File: src/include/mem_stage_settings.svh
`ifndef MEM_STAGE_SETTINGS_SVH
`define MEM_STAGE_SETTINGS_SVH

// Data and address width of the core and of the data bus
`define MEM_XLEN 32

// Cycles the stage waits for a bus response before it reports a fault
`define MEM_BUS_TIMEOUT 64

`endif

File: src/rtl/axi_lite_pkg.sv
`include "mem_stage_settings.svh"

package axi_lite_pkg;

	typedef enum logic [1:0] {
		OKAY   = 2'b00,
		EXOKAY = 2'b01,
		SLVERR = 2'b10,
		DECERR = 2'b11
	} axil_resp_e;

	// Everything the master drives
	typedef struct packed {
		logic [`MEM_XLEN-1:0]   awaddr;
		logic                   awvalid;
		logic [`MEM_XLEN-1:0]   wdata;
		logic [`MEM_XLEN/8-1:0] wstrb;
		logic                   wvalid;
		logic                   bready;
		logic [`MEM_XLEN-1:0]   araddr;
		logic                   arvalid;
		logic                   rready;
	} axil_req_s;

	// Everything the slave drives
	typedef struct packed {
		logic                 awready;
		logic                 wready;
		logic                 bvalid;
		axil_resp_e           bresp;
		logic                 arready;
		logic                 rvalid;
		logic [`MEM_XLEN-1:0] rdata;
		axil_resp_e           rresp;
	} axil_rsp_s;

endpackage

File: src/rtl/rv_mem_pkg.sv
`include "mem_stage_settings.svh"

package rv_mem_pkg;

	typedef enum logic [3:0] {
		MEM_NONE = 4'd0, // Not a memory instruction
		MEM_LB   = 4'd1,
		MEM_LH   = 4'd2,
		MEM_LW   = 4'd3,
		MEM_LBU  = 4'd4,
		MEM_LHU  = 4'd5,
		MEM_SB   = 4'd6,
		MEM_SH   = 4'd7,
		MEM_SW   = 4'd8
	} mem_op_e;

	typedef enum logic [2:0] {
		ST_IDLE,
		ST_ISSUE,
		ST_WAIT,
		ST_DONE,
		ST_DRAIN // A timed out access still has a response on its way
	} stage_state_e;

	// Record handed over by the execute stage
	typedef struct packed {
		logic [`MEM_XLEN-1:0] pc;
		logic [`MEM_XLEN-1:0] alu_out; // Effective address for loads and stores
		logic [`MEM_XLEN-1:0] rs2_data;
		mem_op_e              mem_op;
		logic [3:0]           wb_sel;
	} ex_mem_s;

	// Record handed on to write-back
	typedef struct packed {
		logic [`MEM_XLEN-1:0] pc;
		logic [`MEM_XLEN-1:0] alu_out;
		logic [`MEM_XLEN-1:0] read_data;
		logic [3:0]           wb_sel;
		logic                 fault;
	} mem_wb_s;

endpackage
File: src/rtl/axil_data_port.sv
`timescale 1ns/1ps
`include "mem_stage_settings.svh"

module axil_data_port (
	input  logic                     clk,
	input  logic                     rst,
	input  logic                     start,
	input  logic                     is_write,
	input  logic [`MEM_XLEN-1:0]     addr,
	input  logic [`MEM_XLEN-1:0]     wdata,
	input  logic [`MEM_XLEN/8-1:0]   wstrb,
	output logic                     done,
	output logic                     resp_err,
	output logic [`MEM_XLEN-1:0]     rdata,
	output logic                     busy,
	output axi_lite_pkg::axil_req_s  bus_req,
	input  axi_lite_pkg::axil_rsp_s  bus_rsp
);
	import axi_lite_pkg::*;

	logic                   aw_pend;
	logic                   w_pend;
	logic                   b_pend;
	logic                   ar_pend;
	logic                   r_pend;
	logic [`MEM_XLEN-1:0]   addr_q;
	logic [`MEM_XLEN-1:0]   wdata_q;
	logic [`MEM_XLEN/8-1:0] wstrb_q;
	logic                   aw_fire;
	logic                   w_fire;
	logic                   b_fire;
	logic                   ar_fire;
	logic                   r_fire;
	axil_resp_e             resp_code;

	assign aw_fire = aw_pend && bus_rsp.awready;
	assign w_fire  = w_pend && bus_rsp.wready;
	assign b_fire  = b_pend && bus_rsp.bvalid;
	assign ar_fire = ar_pend && bus_rsp.arready;
	assign r_fire  = r_pend && bus_rsp.rvalid;

	always_ff @(posedge clk) begin
		if (rst) begin
			aw_pend <= 1'b0;
			w_pend  <= 1'b0;
			b_pend  <= 1'b0;
			ar_pend <= 1'b0;
			r_pend  <= 1'b0;
		end else begin
			if (start) begin
				aw_pend <= is_write;
				w_pend  <= is_write;
				ar_pend <= !is_write;
			end else begin
				if (aw_fire) aw_pend <= 1'b0;
				if (w_fire)  w_pend  <= 1'b0;
				if (ar_fire) ar_pend <= 1'b0;
			end
			// Address and data may be accepted in either order
			if ((aw_pend || w_pend) && (aw_fire || !aw_pend) && (w_fire || !w_pend))
				b_pend <= 1'b1;
			else if (b_fire)
				b_pend <= 1'b0;
			if (ar_fire)
				r_pend <= 1'b1;
			else if (r_fire)
				r_pend <= 1'b0;
		end
	end

	always_ff @(posedge clk) begin
		if (start) begin
			addr_q  <= addr;
			wdata_q <= wdata;
			wstrb_q <= wstrb;
		end
	end

	// Still busy after a timeout, so a late response is taken here and dropped
	assign busy      = aw_pend || w_pend || b_pend || ar_pend || r_pend;
	assign done      = b_fire || r_fire;
	assign resp_code = b_pend ? bus_rsp.bresp : bus_rsp.rresp;
	assign resp_err  = done && (resp_code != OKAY);
	assign rdata     = bus_rsp.rdata;

	assign bus_req.awaddr  = addr_q;
	assign bus_req.awvalid = aw_pend;
	assign bus_req.wdata   = wdata_q;
	assign bus_req.wstrb   = wstrb_q;
	assign bus_req.wvalid  = w_pend;
	assign bus_req.bready  = b_pend;
	assign bus_req.araddr  = addr_q;
	assign bus_req.arvalid = ar_pend;
	assign bus_req.rready  = r_pend;

endmodule

File: src/rtl/bus_wait_timer.sv
`timescale 1ns/1ps
`include "mem_stage_settings.svh"

module bus_wait_timer (
	input  logic clk,
	input  logic rst,
	input  logic wait_active,
	output logic expired
);
	localparam int CNT_W = $clog2(`MEM_BUS_TIMEOUT + 1);
	localparam logic [CNT_W-1:0] LIMIT = CNT_W'(`MEM_BUS_TIMEOUT);

	logic [CNT_W-1:0] count;

	always_ff @(posedge clk) begin
		if (rst || !wait_active)
			count <= '0; // Each access starts its own window
		else if (count != LIMIT)
			count <= count + 1'b1;
	end

	// The count lags one cycle behind a falling wait_active
	assign expired = wait_active && (count == LIMIT);

endmodule

File: src/rtl/load_store_align.sv
`timescale 1ns/1ps
`include "mem_stage_settings.svh"

module load_store_align (
	input  rv_mem_pkg::ex_mem_s    rec,
	input  logic [`MEM_XLEN-1:0]   rdata,
	output logic [`MEM_XLEN-1:0]   store_word,
	output logic [`MEM_XLEN/8-1:0] store_strb,
	output logic                   misaligned,
	output logic [`MEM_XLEN-1:0]   load_value
);
	import rv_mem_pkg::*;

	localparam int STRB_W = `MEM_XLEN / 8;
	localparam int OFF_W  = $clog2(STRB_W);

	logic [OFF_W-1:0]     offset;
	logic [`MEM_XLEN-1:0] shifted;

	assign offset  = rec.alu_out[OFF_W-1:0];
	assign shifted = rdata >> {offset, 3'b000}; // Addressed lane moves down to bit 0

	always_comb begin
		case (rec.mem_op)
			MEM_SB: begin
				store_word = {STRB_W{rec.rs2_data[7:0]}};
				store_strb = STRB_W'(1) << offset;
			end
			MEM_SH: begin
				store_word = {(STRB_W/2){rec.rs2_data[15:0]}};
				store_strb = STRB_W'(3) << offset;
			end
			MEM_SW: begin
				store_word = rec.rs2_data;
				store_strb = '1;
			end
			default: begin
				store_word = rec.rs2_data;
				store_strb = '0;
			end
		endcase
	end

	always_comb begin
		case (rec.mem_op)
			MEM_LH, MEM_LHU, MEM_SH: misaligned = offset[0];
			MEM_LW, MEM_SW:          misaligned = (offset != '0);
			default:                 misaligned = 1'b0;
		endcase
	end

	always_comb begin
		case (rec.mem_op)
			MEM_LB:  load_value = {{(`MEM_XLEN-8){shifted[7]}}, shifted[7:0]};
			MEM_LBU: load_value = {{(`MEM_XLEN-8){1'b0}}, shifted[7:0]};
			MEM_LH:  load_value = {{(`MEM_XLEN-16){shifted[15]}}, shifted[15:0]};
			MEM_LHU: load_value = {{(`MEM_XLEN-16){1'b0}}, shifted[15:0]};
			default: load_value = rdata; // Whole word for LW
		endcase
	end

endmodule

File: src/rtl/mem_stage.sv
`timescale 1ns/1ps
`include "mem_stage_settings.svh"

module mem_stage (
	input  logic                    clk,
	input  logic                    rst,
	input  logic                    in_valid,
	output logic                    in_ready,
	input  rv_mem_pkg::ex_mem_s     in_rec,
	output logic                    out_valid,
	input  logic                    out_ready,
	output rv_mem_pkg::mem_wb_s     out_rec,
	output axi_lite_pkg::axil_req_s bus_req,
	input  axi_lite_pkg::axil_rsp_s bus_rsp
);
	import rv_mem_pkg::*;

	ex_mem_s                cur_rec;
	logic [`MEM_XLEN-1:0]   store_word;
	logic [`MEM_XLEN/8-1:0] store_strb;
	logic                   misaligned;
	logic [`MEM_XLEN-1:0]   load_value;
	logic                   start;
	logic                   is_write;
	logic [`MEM_XLEN-1:0]   addr;
	logic [`MEM_XLEN-1:0]   wdata;
	logic [`MEM_XLEN/8-1:0] wstrb;
	logic                   done;
	logic                   resp_err;
	logic [`MEM_XLEN-1:0]   rdata;
	logic                   busy;
	logic                   wait_active;
	logic                   expired;

	mem_stage_fsm u_fsm (
		.clk(clk), .rst(rst),
		.in_valid(in_valid), .in_ready(in_ready), .in_rec(in_rec),
		.out_valid(out_valid), .out_ready(out_ready), .out_rec(out_rec),
		.store_word(store_word), .store_strb(store_strb),
		.misaligned(misaligned), .load_value(load_value),
		.start(start), .is_write(is_write), .addr(addr), .wdata(wdata), .wstrb(wstrb),
		.done(done), .resp_err(resp_err), .busy(busy),
		.wait_active(wait_active), .expired(expired),
		.cur_rec(cur_rec)
	);

	bus_wait_timer u_timer (
		.clk(clk), .rst(rst),
		.wait_active(wait_active),
		.expired(expired)
	);

	load_store_align u_align (
		.rec(cur_rec), .rdata(rdata),
		.store_word(store_word), .store_strb(store_strb),
		.misaligned(misaligned), .load_value(load_value)
	);

	axil_data_port u_port (
		.clk(clk), .rst(rst),
		.start(start), .is_write(is_write), .addr(addr), .wdata(wdata), .wstrb(wstrb),
		.done(done), .resp_err(resp_err), .rdata(rdata), .busy(busy),
		.bus_req(bus_req), .bus_rsp(bus_rsp)
	);

endmodule

File: src/rtl/mem_stage_fsm.sv
`timescale 1ns/1ps
`include "mem_stage_settings.svh"

module mem_stage_fsm (
	input  logic                   clk,
	input  logic                   rst,
	input  logic                   in_valid,
	output logic                   in_ready,
	input  rv_mem_pkg::ex_mem_s    in_rec,
	output logic                   out_valid,
	input  logic                   out_ready,
	output rv_mem_pkg::mem_wb_s    out_rec,
	input  logic [`MEM_XLEN-1:0]   store_word,
	input  logic [`MEM_XLEN/8-1:0] store_strb,
	input  logic                   misaligned,
	input  logic [`MEM_XLEN-1:0]   load_value,
	output logic                   start,
	output logic                   is_write,
	output logic [`MEM_XLEN-1:0]   addr,
	output logic [`MEM_XLEN-1:0]   wdata,
	output logic [`MEM_XLEN/8-1:0] wstrb,
	input  logic                   done,
	input  logic                   resp_err,
	input  logic                   busy,
	output logic                   wait_active,
	input  logic                   expired,
	output rv_mem_pkg::ex_mem_s    cur_rec
);
	import rv_mem_pkg::*;

	stage_state_e state;
	ex_mem_s      held_rec;
	logic         accept;
	logic         is_mem;
	logic         is_store;
	logic         bus_fault;

	function automatic mem_wb_s make_result(ex_mem_s rec, logic [`MEM_XLEN-1:0] data,
		logic fault);
		mem_wb_s res;
		res.pc        = rec.pc;
		res.alu_out   = rec.alu_out;
		res.read_data = data;
		res.wb_sel    = rec.wb_sel;
		res.fault     = fault;
		return res;
	endfunction

	assign in_ready = (state == ST_IDLE);
	assign accept   = in_valid && in_ready;

	// While idle the align logic looks at the incoming record, so the bus request
	// can be registered on the acceptance edge
	assign cur_rec  = (state == ST_IDLE) ? in_rec : held_rec;
	assign is_mem   = (cur_rec.mem_op != MEM_NONE);
	assign is_store = cur_rec.mem_op inside {MEM_SB, MEM_SH, MEM_SW};

	assign start       = accept && is_mem && !misaligned;
	assign is_write    = is_store;
	assign addr        = cur_rec.alu_out;
	assign wdata       = store_word;
	assign wstrb       = store_strb;
	assign wait_active = (state == ST_WAIT);
	assign out_valid   = (state == ST_DONE);
	assign bus_fault   = !done || resp_err; // No done while waiting means the timer ran out

	always_ff @(posedge clk) begin
		if (rst) begin
			state <= ST_IDLE;
		end else begin
			case (state)
				ST_IDLE: begin
					if (accept)
						state <= is_mem ? ST_ISSUE : ST_DONE;
				end
				ST_ISSUE: state <= misaligned ? ST_DONE : ST_WAIT;
				ST_WAIT: begin
					if (done || expired)
						state <= ST_DONE;
				end
				ST_DONE: begin
					if (out_ready)
						state <= busy ? ST_DRAIN : ST_IDLE; // Port busy here only after a timeout
				end
				ST_DRAIN: begin
					if (!busy)
						state <= ST_IDLE;
				end
				default: state <= ST_IDLE;
			endcase
		end
	end

	always_ff @(posedge clk) begin
		if (accept)
			held_rec <= in_rec;

		if (accept && !is_mem)
			out_rec <= make_result(in_rec, '1, 1'b0);
		else if (state == ST_ISSUE && misaligned)
			out_rec <= make_result(held_rec, '0, 1'b1);
		else if (state == ST_WAIT && (done || expired)) begin
			if (bus_fault)
				out_rec <= make_result(held_rec, '0, 1'b1);
			else
				out_rec <= make_result(held_rec, is_store ? '1 : load_value, 1'b0);
		end
	end

endmodule

File: config.mk
export PLATFORM = sky130hd
export DESIGN_NAME = mem_stage
export DESIGN_NICKNAME = d
export VERILOG_FILES = /design/src/rtl/axi_lite_pkg.sv /design/src/rtl/rv_mem_pkg.sv /design/src/rtl/axil_data_port.sv /design/src/rtl/bus_wait_timer.sv /design/src/rtl/load_store_align.sv /design/src/rtl/mem_stage.sv /design/src/rtl/mem_stage_fsm.sv
export VERILOG_INCLUDE_DIRS = /design/src /design/src/include
export SDC_FILE = /design/constraint.sdc
export NUM_CORES = 1
export LEC_CHECK = 0
export BUFFER_PORTS_ARGS = -buffer_cell sky130_fd_sc_hd__buf_2
export CAP_MARGIN = 25
export CORE_MARGIN = 3
export CORE_UTILIZATION = 47
export DETAILED_ROUTE_END_ITERATION = 12
export PLACE_DENSITY = 0.83
export SLEW_MARGIN = 15
export SYNTH_ARGS = -nofsm -noshare
export SYNTH_HDL_FRONTEND = slang
export SYNTH_SLANG_ARGS = --single-unit
File: constraint.sdc
create_clock -name clk -period 6 [get_ports clk]
set_clock_uncertainty 0.05 [all_clocks]
set_input_delay 1.2 -clock clk [delete_from_list [all_inputs] [get_ports clk]]
set_output_delay 1.2 -clock clk [all_outputs]
set_load 0.05 [all_outputs]
[After elaboration in Yosys (flattened, before gate mapping)]
Cells that the tools add are included.
Word-level totals
  flip-flop bits (word level): 288
  bits in latches: 0
  bits in writable memories: 0
  bits in read-only memories: 0
  output and inout port bits: 208
  logic and storage cells: 118
  memories kept: 0
Cells by class
  add/subtract/negate cells: 1
  multiply operators: 0
  div/mod/pow operators: 0
  magnitude comparators: 0
  eq/ne operators: 18
  shift-type cells: 3
  multiplexer cells: 29
  bitwise operators: 0
  reductions and logical operators: 47
Operators with widths (count)
  $mux W101: 3
  $pmux W32 S4: 1
  $mux W72: 1
  $pmux W32 S2: 1
  $mux W37: 1
  $mux W32: 1
  $shr A32 B5 Y16: 1
  $eq A4 B3 Y1 const B: 4
  $reduce_bool A2 Y1: 8
  $logic_and A1 B1 Y1: 15
  $mux W3: 5
  $pmux W3 S5: 1
  $pmux W4 S3: 1
  $mux W1: 11
  $logic_or A1 B1 Y1: 10
  $eq A4 B2 Y1 const B: 2
  $add A7 B1 Y7 const B: 1
  $eq A7 B7 Y1 const B: 1
  $logic_not A1 Y1: 7
  $ne A7 B7 Y1 const B: 1
  $eq A3 B2 Y1 const B: 2
  $ne A2 B2 Y1 const B: 3
  $reduce_bool A3 Y1: 2
  $eq A4 B1 Y1 const B: 1
  other kinds (13): 14

[Logic depth before layout (Yosys ltp)]
  depth in word-level cells: 9
  gate-level depth with buffers: 11
  mapped depth without buffers: 8

[Modules after synthesis]
From an unflattened synthesis, not the netlist that was laid out.
Second synthesis, totals
  cells, all modules: 1039
  area, all modules: 14259.9 µm²
Modules (own cells, without submodules)
  mem_stage_fsm: instances 1, cells each 623, area each 9356.5 µm², seq. area each 5885.6 µm²
  axil_data_port: instances 1, cells each 163, area each 2797.7 µm², seq. area each 2142.1 µm²
  load_store_align: instances 1, cells each 214, area each 1757.9 µm², seq. area each 0.0 µm²
  bus_wait_timer: instances 1, cells each 39, area each 347.8 µm², seq. area each 140.1 µm²

[Least setup slack after synthesis]
OpenSTA, ideal clock, no wires.
  kind: reg2reg
  start point: register u_fsm.state[2]
  end point: register u_port.ar_pend
  library setup time: 0.125 ns
  arrival time: 5.911 ns
  slack: -0.086 ns
  cell stages (with the launch flop): 9
  buffers on the path: 3
  cells stage by stage: dfxtp_1 -> buf_6 -> or3_4 -> clkinv_4 -> buf_4 -> buf_4 -> and2_1 -> o211a_1 -> mux2_2
Between the ends
  elaborated cells on any way between the ends: 21
  classes of those cells: 6 x eq/ne; 3 x mux; 12 x reduce/logical
RTL lines
  start, declared: line mem_stage_fsm.sv:31  | stage_state_e state;
  start signal, assigned: line mem_stage_fsm.sv:74  | state <= is_mem ? ST_ISSUE : ST_DONE;
  start signal, assigned: line mem_stage_fsm.sv:76  | ST_ISSUE: state <= misaligned ? ST_DONE : ST_WAIT;
  start signal, assigned: line mem_stage_fsm.sv:83  | state <= busy ? ST_DRAIN : ST_IDLE;
  $logic_not A3 Y1 (*): line mem_stage_fsm.sv:49  | assign in_ready = (state == ST_IDLE);
  $logic_and A1 B1 Y1 (*): line mem_stage_fsm.sv:50  | assign accept = in_valid && in_ready;
  named net u_fsm.accept: line mem_stage_fsm.sv:33  | logic accept;
  $logic_and A1 B1 Y1 (*) (2 in a row): line mem_stage_fsm.sv:58  | assign start = accept && is_mem && !misaligned;
  named net start: line mem_stage.sv:23  | logic start;
  $mux W1 / $reduce_bool A2 Y1 (equally long branches)
  end signal, assigned: line axil_data_port.sv:53  | ar_pend <= !is_write;
  end, declared: line axil_data_port.sv:24  | logic ar_pend;
The timed path passes the listed nets; every way through them passes the cells marked *.
A chain may end at the register's enable or synchronous reset.

[Final worst setup path]
  start point: register u_fsm.state[1]
  end point: register u_fsm.out_rec[46] (netlist name)
Between the ends
  elaborated cells on any way between the ends: 22
  classes of those cells: 7 x eq/ne; 2 x mux; 13 x reduce/logical
RTL lines
  $logic_not A3 Y1 (*): line mem_stage_fsm.sv:54  | assign cur_rec = (state == ST_IDLE) ? in_rec : held_rec;
  $mux W72 (*): line mem_stage_fsm.sv:54
  named net addr[0]: line mem_stage.sv:25  | logic [`MEM_XLEN-1:0] addr;
  $reduce_bool A2 Y1: line load_store_align.sv:47  | MEM_LW, MEM_SW: misaligned = (offset != '0);
  $pmux W1 S2 (*): line load_store_align.sv:45  | case (rec.mem_op)
  $logic_and A1 B1 Y1 (*): line mem_stage_fsm.sv:100  | else if (state == ST_ISSUE && misaligned)
  $reduce_bool A3 Y1 (no source line) (*)
Marked as above.

==> impl_metrics.yaml <==
cts:
  cts_sinks: 288
  cts_made_buffers: 29
  ctsHoldBuffers: 0
  clockRootBuffer: "clkbuf_16"
  clock_latency_ns: 0.53
  clkSlewWorstSetupHoldPaths_ns: 0.06
  htree_num_levels: 1
  cts_tree: "built"
  post-cts-setup-buffers: 0
  cts_resized: 0
  cts_buffer_depth: 3
grt:
  grt_util_all_layers_pct: 20.68
  grt_pass1_vias: 8630
  grt_first_pass_wirelength_um: 47450
  antenna_found_initial: 1
  grt_max_degree: 72
  gr-total-overflow: 0
drt:
  highest_layer: "met4"
  drt-initial-drc-count: 869
  met1_length_um: 12350
  drt-vias-per-instance: 5.444
  wl_per_cell_um: 19.21
  final_antenna_net_count: 0
  drc: 0
  met3_wirelength_um: 2543
  wirelength_um: 31300
  vias: 8869
  wl_met2_um: 15630
  drt_pass1_iterations: 5
sta:
  finalHoldViolations: 0
  fin_crit_ns: 4.507
  worst_slack_ns: 1.493
  tightest_slew_ns: 0.9672
  finalSetupTns_ns: 0
  rsz0062_at_grt: "false"
  max_freq_mhz: 221.9
  setup_viol: 0
  drv_slew: 0
  slew_headroom_pct: 33.68
  timing.final.crit_share_pct: 75.12
cells_and_area:
  area_growth_pct: 21.94
  drive_gt1_share_pct: 39.68
  nets: 1421
  utilization_pct: 58.60
yosys:
  synthCells: 965
  synth-seq-cells: 288
  yosysSeqAreaShare_pct: 65.04
  synth_edf_count: 240
  yosys_warnings: 0
  yosysUniqueCellTypes: 63
  yosys_most_used_dff: "edfxtp_1"
  postSynthNetCount: 1116
  syn_area_um2: 12560
  ys_async_sr_fraction_pct: 0
  avgSynthCellArea_um2: 13.01
power_and_ir_drop:
  power_mw: 7.933
  p_seq_share_pct: 37.6
  powerDensity_nw_per_um2: 518.0
  p_clk_share_pct: 23.4
  p_comb_share_pct: 39.0
  peakVddDrop_mv: 0.4299
  internal-power_mw: 4.656
  leakagePower_nw: 6.451
  swShare_pct: 41.31
  netSwitchingPower_mw: 3.277
hold_path:
  hold_path_class: "reg -> reg"
critical_path:
  cp_slowest_cell: "mux2i_1"
  end_kind: "flop"
  start_kind: "flop"
  cp_top_family: "simple AND/OR/NAND/NOR gates"
  cpPeakStageDelay_ns: 0.77
  path_max_fanout: 68
  arrival_ns: 4.51
  cp_num_buf_inv: 2
  crit_type: "reg -> reg"
  cp_cell_sequence: "or3_4 -> clkinv_4 -> mux2i_1 -> clkinv_4 -> a311oi_4 -> o31a_1 -> nand2_4"
  crit_top_cell: "clkinv_4"
  cp_data_required_time_ns: 6.00
die:
  rows: 59
  die_h_um: 169.5
  die-area_um2: 28720
  io_pins: 357
  coreArea_um2: 26130
  start_util_pct: 48.06
  dieWidth_um: 169.5
flow_run:
  maxCapViolations: 0
placement:
  pre_cts_slack_ns: 1.416
  gp_routability_congestion: 0.8851
  portBuffers: 356
  place_hpwl_um: 21950
status:
  run_status: "complete, no violations"
==> final timing paths <==
| kind | startpoint | to | slack, ns | depth (start not counted) |
|---|---|---|---|---|
| worst max-delay path | u_fsm.state[1]$_SDFFE_PP0P_ | u_fsm.out_rec[46]$_DFFE_PP_ | 1.49 | 7 |
| worst min-delay path | u_fsm.out_rec[12]$_SDFFE_PP1P_ | u_fsm.out_rec[12]$_SDFFE_PP1P_ | 0.40 | 1 |
| worst max register to register | u_fsm.state[1]$_SDFFE_PP0P_ | u_fsm.out_rec[46]$_DFFE_PP_ | 1.49 | 7 |
| worst min register to register | u_fsm.out_rec[12]$_SDFFE_PP1P_ | u_fsm.out_rec[12]$_SDFFE_PP1P_ | 0.40 | 1 |
==> stage by stage <==
stage          hold WS [ns]  cell area (um^2)  std cells
6_report             0.4041             15310       1629
2_1_floorplan        0.4034             12560        965
4_1_cts              0.4079             15280       1626
3_5_place_dp         0.3847             14290       1572
5_1_grt              0.4359             15310       1628
3_3_place_gp         0.3926             14260       1571
==> registers in the layout (all words and copies together) (netlist names) <==
register and count:
u_port.addr_q 32, u_port.ar_pend 1, u_port.wstrb_q 4, u_port.r_pend 1
u_port.b_pend 1, u_port.wdata_q 32, u_fsm.state 3, u_fsm.out_rec 101
u_fsm.held_rec 104, u_port.aw_pend 1, u_timer.count 7, u_port.w_pend 1
==> cell usage after synthesis, types with 3 or more instances <==
library cell	instances	area share (%)
nor2_1	31	0.93
mux2i_1	36	2.9
a32oi_1	6	0.42
nand3b_1	5	0.30
buf_4	41	2.5
o221ai_2	10	1.2
a211oi_1	3	0.18
o21ai_0	35	1.4
mux2_2	73	6.5
a21o_1	4	0.24
nand2b_1	6	0.30
inv_1	33	0.99
a221oi_1	6	0.42
and3_1	3	0.15
a211o_1	8	0.56
dfxtp_1	48	7.7
edfxtp_1	240	57
o2111ai_1	3	0.21
xor2_1	3	0.21
nor3_1	11	0.44
and3b_1	5	0.35
a21oi_1	27	1.1
o2bb2ai_1	7	0.49
buf_6	5	0.45
clkbuf_1	22	0.66
nand3_1	8	0.32
or2_2	4	0.20
nor3b_1	5	0.30
xnor2_1	3	0.21
a22oi_1	5	0.30
a31oi_1	3	0.15
or3_1	5	0.25
buf_2	21	0.84
o221ai_1	14	0.98
nand2_1	192	5.7
==> cells by family after synthesis <==
logic type | synth area share, %
compound gates | 9.027
xor+xnor | 0.4185
fa+ha+maj | 0.1992
buf+inv | 5.679
flops | 65.04
mux | 9.824
simple gates | 9.814
==> cell type report <==
type	instances	area, um^2
clock inverter	16	182.7
fill	2070	10820
antenna	1	2.502
inverter	35	141.4
multi-input combinational	551	3706
timing repair buffer	365	1889
clock buffer	38	804.5
sequential	288	8168
tap	335	419.2
==> power groups by stage <==
stage | Combinational (mW) | Clock [mW] | Sequential, mW
global placement | 3.02 | 0 | 3.00
finish | 3.09 | 1.86 | 2.98
floorplan | 1.43 | 0 | 4.03
global route | 3.28 | 1.98 | 3.02
CTS | 3.09 | 1.90 | 2.98
detailed placement | 3.08 | 0 | 3.02
==> worst reg2reg max path, stage by stage, from the launching register on <==
cell and delay [ns]:
dfxtp_1 0.50, or3_4 0.66, clkinv_4 0.12, mux2i_1 0.77
clkinv_4 0.14, a311oi_4 0.38, o31a_1 0.68, nand2_4 0.64
==> layer usage <==
layer	vias to the layer above	track usage [%]
met5	-	0
met4	0	5.192
met2	465	35.84
met1	4216	27.50
li1	4122	-
met3	66	3.238
==> placed cells by master (no fill, tap or decap), types with 7 or more instances in the layout <==
cell and n:
nand2_1 190, a21oi_1 26, a211o_1 8, edfxtp_1 240, dfxtp_1 48, o21ai_0 35, o221ai_2 10, o2bb2ai_1 7
inv_1 33, mux2_2 73, nor2_1 31, nand3_1 8, clkbuf_16 30, mux2i_1 36, buf_2 356, nor3_1 11
o221ai_1 14
(Power assumes the default switching activity.)
